[src/hw/noc_pkg.sv]
package noc_pkg;

    // ------------------------------------------------------------------------
    // Sizes
    // ------------------------------------------------------------------------
    localparam int num_ports   = 4;
    localparam int num_sources = num_ports - 1;
    localparam int fifo_depth  = 8;
    localparam int fifo_ptr_w  = $clog2(fifo_depth);
    localparam int fifo_cnt_w  = fifo_ptr_w + 1;

    typedef logic [7:0] byte_t;
    typedef logic [3:0] node_t;
    typedef logic [1:0] port_t;

    // Source and destination share the first byte on the wire
    typedef struct packed {
        node_t       src;
        node_t       dest;
        logic [23:0] data;
    } pkt_t;

    // ------------------------------------------------------------------------
    // Routing
    // ------------------------------------------------------------------------

    // Output port for a destination node, per router position
    function automatic port_t route_port(input int router_id, input node_t dest);
        port_t p;
        if (router_id == 0) begin
            case (dest)
                4'd0:    p = 2'd0;
                4'd1:    p = 2'd2;
                4'd2:    p = 2'd3;
                default: p = 2'd1;
            endcase
        end else begin
            case (dest)
                4'd3:    p = 2'd0;
                4'd4:    p = 2'd1;
                4'd5:    p = 2'd2;
                default: p = 2'd3;
            endcase
        end
        return p;
    endfunction

    // Queue index at an output; the output's own port has no queue
    function automatic port_t queue_slot(input port_t arrival, input port_t out_port);
        return (arrival < out_port) ? arrival : port_t'(arrival - 2'd1);
    endfunction

endpackage
[src/hw/noc_router.sv]
`timescale 1ns/1ps

module noc_router import noc_pkg::*; #(
    parameter int router_id = 0
) (
    input  logic                    clock,
    input  logic                    reset_n,
    input  logic  [num_ports-1:0]   put_inbound,
    input  byte_t [num_ports-1:0]   payload_inbound,
    input  logic  [num_ports-1:0]   free_outbound,
    output logic  [num_ports-1:0]   free_inbound,
    output logic  [num_ports-1:0]   put_outbound,
    output byte_t [num_ports-1:0]   payload_outbound
);

    // Input side, one entry per arrival port
    pkt_t  [num_ports-1:0] in_packet;
    logic  [num_ports-1:0] in_valid;
    port_t [num_ports-1:0] in_out_port;
    port_t [num_ports-1:0] in_slot;
    logic  [num_ports-1:0] in_full;

    // Queues indexed by [output port][slot]
    logic [num_ports-1:0][num_sources-1:0] q_write;
    logic [num_ports-1:0][num_sources-1:0] q_read;
    logic [num_ports-1:0][num_sources-1:0] q_full;
    logic [num_ports-1:0][num_sources-1:0] q_empty;
    pkt_t [num_ports-1:0][num_sources-1:0] q_head;

    // ------------------------------------------------------------------------
    // Input ports
    // ------------------------------------------------------------------------
    for (genvar i = 0; i < num_ports; i++) begin : g_in
        input_port #(
            .router_id  (router_id),
            .port_index (i)
        ) i_input_port (
            .clock           (clock),
            .reset_n         (reset_n),
            .put_inbound     (put_inbound[i]),
            .payload_inbound (payload_inbound[i]),
            .queue_full      (in_full[i]),
            .free_inbound    (free_inbound[i]),
            .packet          (in_packet[i]),
            .packet_valid    (in_valid[i]),
            .out_port        (in_out_port[i]),
            .slot            (in_slot[i])
        );
    end

    // ------------------------------------------------------------------------
    // Write steering and full feedback
    // ------------------------------------------------------------------------

    // Each valid input selects exactly one queue
    always_comb begin
        q_write = '0;
        for (int i = 0; i < num_ports; i++) begin
            if (in_valid[i]) begin
                q_write[in_out_port[i]][in_slot[i]] = 1'b1;
            end
        end
    end

    always_comb begin
        for (int i = 0; i < num_ports; i++) begin
            in_full[i] = q_full[in_out_port[i]][in_slot[i]];
        end
    end

    // ------------------------------------------------------------------------
    // Queues and output ports
    // ------------------------------------------------------------------------
    for (genvar o = 0; o < num_ports; o++) begin : g_out
        for (genvar s = 0; s < num_sources; s++) begin : g_slot
            // Inverse of queue_slot, the one input that may fill this queue
            localparam int src = (s < o) ? s : s + 1;

            packet_fifo i_packet_fifo (
                .clock    (clock),
                .reset_n  (reset_n),
                .data_in  (in_packet[src]),
                .write    (q_write[o][s]),
                .read     (q_read[o][s]),
                .data_out (q_head[o][s]),
                .full     (q_full[o][s]),
                .empty    (q_empty[o][s])
            );
        end

        output_port i_output_port (
            .clock            (clock),
            .reset_n          (reset_n),
            .free_outbound    (free_outbound[o]),
            .queue_empty      (q_empty[o]),
            .queue_head       (q_head[o]),
            .queue_read       (q_read[o]),
            .put_outbound     (put_outbound[o]),
            .payload_outbound (payload_outbound[o])
        );
    end

endmodule

[src/hw/output_port.sv]
`timescale 1ns/1ps

module output_port import noc_pkg::*; (
    input  logic                         clock,
    input  logic                         reset_n,
    input  logic                         free_outbound,
    input  logic [num_sources-1:0]       queue_empty,
    input  pkt_t [num_sources-1:0]       queue_head,
    output logic [num_sources-1:0]       queue_read,
    output logic                         put_outbound,
    output byte_t                        payload_outbound
);

    typedef enum logic [2:0] {
        s_idle,
        s_byte0,
        s_byte1,
        s_byte2,
        s_byte3
    } tx_state_t;

    tx_state_t state;
    port_t     rr_ptr;
    port_t     pick;
    port_t     cand;
    logic      found;
    logic      start;
    pkt_t      pkt_q;

    // ------------------------------------------------------------------------
    // Round-robin selection
    // ------------------------------------------------------------------------

    // First non-empty queue at or after the pointer, wrapping at num_sources
    always_comb begin
        found = 1'b0;
        pick  = rr_ptr;
        cand  = rr_ptr;
        for (int k = 0; k < num_sources; k++) begin
            cand = port_t'((int'(rr_ptr) + k) % num_sources);
            if (!found && !queue_empty[cand]) begin
                found = 1'b1;
                pick  = cand;
            end
        end
    end

    // Selector only runs between packets
    assign start = (state == s_idle) && free_outbound && found;

    always_comb begin
        queue_read = '0;
        if (start) begin
            queue_read[pick] = 1'b1;
        end
    end

    always_ff @(posedge clock, negedge reset_n) begin
        if (!reset_n) begin
            rr_ptr <= '0;
        end else if (start) begin
            if (pick == port_t'(num_sources - 1)) begin
                rr_ptr <= '0;
            end else begin
                rr_ptr <= pick + 1'b1;
            end
        end
    end

    // ------------------------------------------------------------------------
    // Byte-serial sender
    // ------------------------------------------------------------------------
    always_ff @(posedge clock, negedge reset_n) begin
        if (!reset_n) begin
            state <= s_idle;
        end else begin
            case (state)
                s_idle: begin
                    if (start) begin
                        state <= s_byte0;
                    end
                end
                s_byte0: state <= s_byte1;
                s_byte1: state <= s_byte2;
                s_byte2: state <= s_byte3;
                s_byte3: state <= s_idle;
                default: state <= s_idle;
            endcase
        end
    end

    // Head is taken in the same cycle the read pulse pops it
    always_ff @(posedge clock) begin
        if (start) begin
            pkt_q <= queue_head[pick];
        end
    end

    assign put_outbound = (state == s_byte0);

    always_comb begin
        case (state)
            s_byte0: payload_outbound = {pkt_q.src, pkt_q.dest};
            s_byte1: payload_outbound = pkt_q.data[23:16];
            s_byte2: payload_outbound = pkt_q.data[15:8];
            s_byte3: payload_outbound = pkt_q.data[7:0];
            default: payload_outbound = 8'h00;
        endcase
    end

endmodule

[src/hw/input_port.sv]
`timescale 1ns/1ps

module input_port import noc_pkg::*; #(
    parameter int router_id  = 0,
    parameter int port_index = 0
) (
    input  logic  clock,
    input  logic  reset_n,
    input  logic  put_inbound,
    input  byte_t payload_inbound,
    input  logic  queue_full,
    output logic  free_inbound,
    output pkt_t  packet,
    output logic  packet_valid,
    output port_t out_port,
    output port_t slot
);

    typedef enum logic [1:0] {
        s_idle,
        s_byte1,
        s_byte2,
        s_byte3
    } rx_state_t;

    rx_state_t   state;
    logic [23:0] upper_q;
    logic        held;
    logic        accept;
    pkt_t        assembled;
    port_t       route;
    logic        to_self;

    // ------------------------------------------------------------------------
    // Route decode on the last byte
    // ------------------------------------------------------------------------
    assign assembled = pkt_t'({upper_q, payload_inbound});
    assign route     = route_port(router_id, assembled.dest);
    assign to_self   = (route == port_t'(port_index));

    // No new packet until the hold register drains
    assign free_inbound = (state == s_idle) && !held;
    assign accept       = put_inbound && free_inbound;
    assign packet_valid = held && !queue_full;

    // ------------------------------------------------------------------------
    // Assembler FSM and hold register
    // ------------------------------------------------------------------------
    always_ff @(posedge clock, negedge reset_n) begin
        if (!reset_n) begin
            state    <= s_idle;
            held     <= 1'b0;
            out_port <= '0;
            slot     <= '0;
        end else begin
            if (packet_valid) begin
                held <= 1'b0;
            end
            case (state)
                s_idle: begin
                    if (accept) begin
                        state <= s_byte1;
                    end
                end
                s_byte1: state <= s_byte2;
                s_byte2: state <= s_byte3;
                s_byte3: begin
                    state <= s_idle;
                    // A packet for our own port has nowhere to go
                    if (!to_self) begin
                        held     <= 1'b1;
                        out_port <= route;
                        slot     <= queue_slot(port_t'(port_index), route);
                    end
                end
                default: state <= s_idle;
            endcase
        end
    end

    // Byte capture, most significant first
    always_ff @(posedge clock) begin
        if (state == s_idle && accept) begin
            upper_q[23:16] <= payload_inbound;
        end
        if (state == s_byte1) begin
            upper_q[15:8] <= payload_inbound;
        end
        if (state == s_byte2) begin
            upper_q[7:0] <= payload_inbound;
        end
        if (state == s_byte3 && !to_self) begin
            packet <= assembled;
        end
    end

endmodule

[src/hw/packet_fifo.sv]
`timescale 1ns/1ps

module packet_fifo import noc_pkg::*; (
    input  logic clock,
    input  logic reset_n,
    input  pkt_t data_in,
    input  logic write,
    input  logic read,
    output pkt_t data_out,
    output logic full,
    output logic empty
);

    pkt_t                  mem [fifo_depth];
    logic [fifo_ptr_w-1:0] wr_ptr;
    logic [fifo_ptr_w-1:0] rd_ptr;
    logic [fifo_cnt_w-1:0] count;
    logic                  do_write;
    logic                  do_read;

    assign full  = (count == fifo_cnt_w'(fifo_depth));
    assign empty = (count == '0);

    // Overflow and underflow requests are dropped here
    assign do_write = write && !full;
    assign do_read  = read && !empty;

    // Head is always the oldest entry
    assign data_out = mem[rd_ptr];

    always_ff @(posedge clock, negedge reset_n) begin
        if (!reset_n) begin
            wr_ptr <= '0;
            rd_ptr <= '0;
            count  <= '0;
        end else begin
            if (do_write) begin
                wr_ptr <= wr_ptr + 1'b1;
            end
            if (do_read) begin
                rd_ptr <= rd_ptr + 1'b1;
            end
            case ({do_write, do_read})
                2'b10:   count <= count + 1'b1;
                2'b01:   count <= count - 1'b1;
                default: count <= count;
            endcase
        end
    end

    // Storage
    always_ff @(posedge clock) begin
        if (do_write) begin
            mem[wr_ptr] <= data_in;
        end
    end

endmodule

[config.mk]
export PLATFORM = sky130hd
export DESIGN_NAME = noc_router
export DESIGN_NICKNAME = d
export VERILOG_FILES = /design/src/hw/noc_pkg.sv /design/src/hw/noc_router.sv /design/src/hw/output_port.sv /design/src/hw/input_port.sv /design/src/hw/packet_fifo.sv
export SDC_FILE = /design/constraint.sdc
export NUM_CORES = 2
export LEC_CHECK = 0
export BUFFER_PORTS_ARGS = -buffer_cell sky130_fd_sc_hd__buf_2
export CAP_MARGIN = 10
export CORE_ASPECT_RATIO = 0.9
export CORE_MARGIN = 2
export CORE_UTILIZATION = 51
export DETAILED_ROUTE_END_ITERATION = 6
export GPL_TIMING_DRIVEN = 0
export PLACE_DENSITY = 0.69
export RECOVER_POWER = 100
export SLEW_MARGIN = 15
export SYNTH_ARGS = -nofsm -noshare
export SYNTH_HDL_FRONTEND = slang
export SYNTH_SLANG_ARGS = --single-unit
[constraint.sdc]
create_clock -name clock -period 6.4 [get_ports clock]
set_clock_uncertainty 0.2 [all_clocks]
set_input_delay 0.32 -clock clock [delete_from_list [all_inputs] [get_ports clock]]
set_output_delay 0.32 -clock clock [all_outputs]
set_load 0.01 [all_outputs]
==> impl_metrics.sql <==
INSERT INTO impl_metrics (metric_group, metric, value, unit) VALUES
('critical_path', 'crit_buf_inv', '4', ''),
('yosys', 'post-synth-top-area-fraction', '73.8', '%'),
('routing', 'via_per_inst', '6.19', ''),
('layout', 'final_layout_size_suffix_gt1_share', '19.7', '%'),
('power', 'power_report.internal_total', '49300', 'uW'),
('yosys', 'post_synthesis_async_set_or_reset_flop_share', '4.57', '%'),
('routing', 'postRouteAntennaNets', '0', ''),
('timing', 'maxSlewHeadroom', '-170', '%'),
('power', 'leakage', '0.0495', 'uW'),
('global_route', 'grt_util_all_layers', '24.5', '%'),
('power', 'power_frac_seq', '42.8', '%'),
('clock_tree', 'cts_buffer_depth', '4', ''),
('critical_path', 'critical_path_top_delay_cell', 'sky130_fd_sc_hd__nor3b_1', ''),
('die', 'dieWidth', '555', 'microns'),
('yosys', 'synth.ff_latch_count', '3588', ''),
('clock_tree', 'numCtsBuffers', '355', ''),
('flow_run', 'max_cap_violations', '50', ''),
('yosys', 'post_syn_area', '139000', 'sq um'),
('yosys', 'yosys.cell_types.count', '76', ''),
('yosys', 'yosys_top_cell_by_area', 'sky130_fd_sc_hd__edfxtp_1', ''),
('power', 'power.combinational.fraction', '29.3', '%'),
('power', 'total_switching_power', '24200', 'uW'),
('timing', 'hold_viol', '0', ''),
('routing', 'drt_iter0_markers', '9507', ''),
('outcome', 'outcome', 'complete, but fails checks', ''),
('critical_path', 'critical_path_depth', '9', ''),
('layout', 'register_area', '107000', 'sq um'),
('critical_path', 'cp_slowest_stage_delay', '1.03', 'ns'),
('min_path', 'holdCritPathClass', 'in -> reg', ''),
('power', 'peakVddDrop', '0.261', 'mV'),
('global_route', 'number_of_global_route_vias_before_repair', '68452', ''),
('yosys', 'yosys_warnings', '0', ''),
('power', 'total_power', '73500', 'uW'),
('timing', 'setup_viol_count_final', '0', ''),
('critical_path', 'crit_arrival', '5.83', 'ns'),
('layout', 'final_util', '58.1', '%'),
('yosys', 'synth_nets', '6694', ''),
('die', 'dieHeight', '500', 'microns'),
('critical_path', 'critical_path.endpoint_type', 'flop', ''),
('yosys', 'synth.top_cells.by_area', 'sky130_fd_sc_hd__edfxtp_1 74%, sky130_fd_sc_hd__mux4_2 13%, sky130_fd_sc_hd__dfrtp_1 2.9%', ''),
('routing', 'num_vias', '69452', ''),
('yosys', 'synth_edf_count', '3424', ''),
('clock_tree', 'clock_sinks', '3588', ''),
('global_route', 'globalRoute.totalOverflow', '0', ''),
('outcome', 'failed_checks', 'max-capacitance violations, max-slew violations', ''),
('placed_design', 'io_buffers', '81', ''),
('clock_tree', 'clk_pin_slew_worst_paths', '0.06', 'ns'),
('critical_path', 'critPathMaxFanout', '9', ''),
('routing', 'wire_length_per_cell_after_detailed_routing', '30.5', 'microns'),
('die', 'die_area', '277000', 'sq um'),
('timing', 'pins_over_slew_limit', '873', ''),
('timing', 'worstMarginPinSlew', '4.05', 'ns'),
('yosys', 'yosysSeqAreaShare', '76.8', '%'),
('timing', 'timing.final.crit_share', '86.7', '%'),
('placed_design', 'placed_instance_count', '10474', ''),
('critical_path', 'cp_cell_sequence', 'or3b_2, nor3_1, o41a_1, nand2_1, nor3b_1, clkbuf_1, clkbuf_1, clkbuf_1, clkbuf_1', ''),
('layout', 'area.growth.synth_to_final', '13.0', '%'),
('global_route', 'grt_start_max_net_pins', '84', ''),
('clock_tree', 'cts_root_buf', 'sky130_fd_sc_hd__clkbuf_16', ''),
('critical_path', 'ff2ff_path_depth', '9', ''),
('power', 'powerDensity', '467', 'nW/um^2'),
('layout', 'design.final.nets', '7482', ''),
('placed_design', 'routabilityCongestion', '0.879', ''),
('critical_path', 'worst-setup-path-type', 'reg -> reg', ''),
('yosys', 'synthesis.instances', '6555', ''),
('yosys', 'postSynth.topFlopCell', 'sky130_fd_sc_hd__edfxtp_1', ''),
('critical_path', 'regToRegStartpoint', 'g_in[2].i_input_port.held', ''),
('die', 'floorplan.initialDensity', '51.4', '%'),
('power', 'clock_power_share', '27.9', '%'),
('min_path', 'hp-start', 'free_outbound[3]', ''),
('die', 'core_region_area', '271000', 'sq um');
## repair_timing
item | 4_1_cts | 5_1_grt
buffers inserted | 0 | 0
gates resized for setup | 0 | 0
endpoints found under the setup margin | 0 | 0
hold buffers | 59 | 0
endpoints found under the hold margin | 350 | 0
## power by group through the flow
stage	Sequential [uW]	Combinational [uW]	Clock [uW]
finish	31500	21500	20500
floorplan	30800	13800	0
CTS	31600	21600	20800
global route	31700	22800	21700
detailed placement	32100	21400	0
global placement	32000	20700	0
## worst paths after layout
kind	endpoint	slack, ns
worst max-delay path	g_out[0].g_slot[0].i_packet_fifo.mem[6][17]	0.85
worst min-delay path	g_out[3].i_output_port.state[0]	0.16
worst max register to register	g_out[0].g_slot[0].i_packet_fifo.mem[6][17]	0.85
max in group asynchronous	g_in[1].i_input_port.out_port[1]	1.39
min in group asynchronous	g_out[1].g_slot[1].i_packet_fifo.count[1]	1.66
worst min register to register	g_in[0].i_input_port.packet[14]	0.20
## metrics by stage
step	worst slack, ns	instance area (sq um)	hold slack [ns]	TNS [ns]
floorplan	1.16	139000	-0.176	0
global placement	-2.94	144000	0.201	-1520.88
finish	0.854	157000	0.158	0
CTS	1.07	160000	0.00208	0
detailed placement	1.13	148000	0.0679	0
global route	0.487	157000	0.147	0
## per-layer routing
| layer | vias to the layer above | GRT usage (%) | part of all wire, % |
|---|---|---|---|
| li1 | 28734 | - | - |
| met1 | 36883 | 37.0 | 42 |
| met2 | 3358 | 37.2 | 46 |
| met3 | 475 | 4.41 | 9.5 |
| met4 | 2 | 6.76 | 2.7 |
| met5 | - | 0 | 0.0023 |
## cells by family after synthesis
kind of cell    Yosys count  synth area share [%]
buf+inv                 437                  1.23
simple gates            696                  2.63
mux                    1155                  15.4
xor+xnor                 96                 0.604
flops                  3588                  76.8
compound gates          484                  2.41
fa+ha+maj                99                 0.951
## tightest hold or removal path, stage by stage
cell	delay, ns
sky130_fd_sc_hd__dlygate4sd3_1	0.53
sky130_fd_sc_hd__buf_2	0.15
sky130_fd_sc_hd__o21ai_0	0.11
sky130_fd_sc_hd__a211oi_1	0.09
## state kept, by name (all words and copies together), names as in the netlist, 8 cells and up
name / count
g_out.i_output_port.state: 12
g_out.i_output_port.pkt_q: 128
g_out.g_slot.i_packet_fifo.rd_ptr: 36
g_out.i_output_port.rr_ptr: 8
g_out.g_slot.i_packet_fifo.mem: 3072
g_out.g_slot.i_packet_fifo.wr_ptr: 36
g_in.i_input_port.state: 8
g_out.g_slot.i_packet_fifo.count: 48
g_in.i_input_port.out_port: 8
g_in.i_input_port.upper_q: 96
g_in.i_input_port.packet: 128
## synth_stat cells (all sizes together) (7+ instances only)
cell	instances
nand4	8
mux2	157
xnor2	58
nor2b	110
nor3	90
clkbuf	232
o311ai	32
nand2	136
dfrtp	164
ha	85
o22ai	53
o31ai	38
and3	7
xor2	38
nor2	102
nor4	17
nand2b	30
a22oi	29
mux4	774
or2	7
or3	7
buf	109
nor4b	11
o21ai	98
a211oi	102
or4	12
inv	94
a21o	51
fa	12
nand3	110
nor3b	27
a21oi	35
and2	10
mux2i	224
edfxtp	3424
## area by class of cell
class	instances	share of cell area (%)
buffer	341	0.851
antenna	12	0.0191
inverter	96	0.230
tap	3568	2.84
multi-input combinational	2530	19.5
clock inverter	197	1.22
sequential	3588	68.0
clock buffer	458	6.10
timing repair buffer	431	1.30
Note: power is estimated with default switching activity, not from simulation.
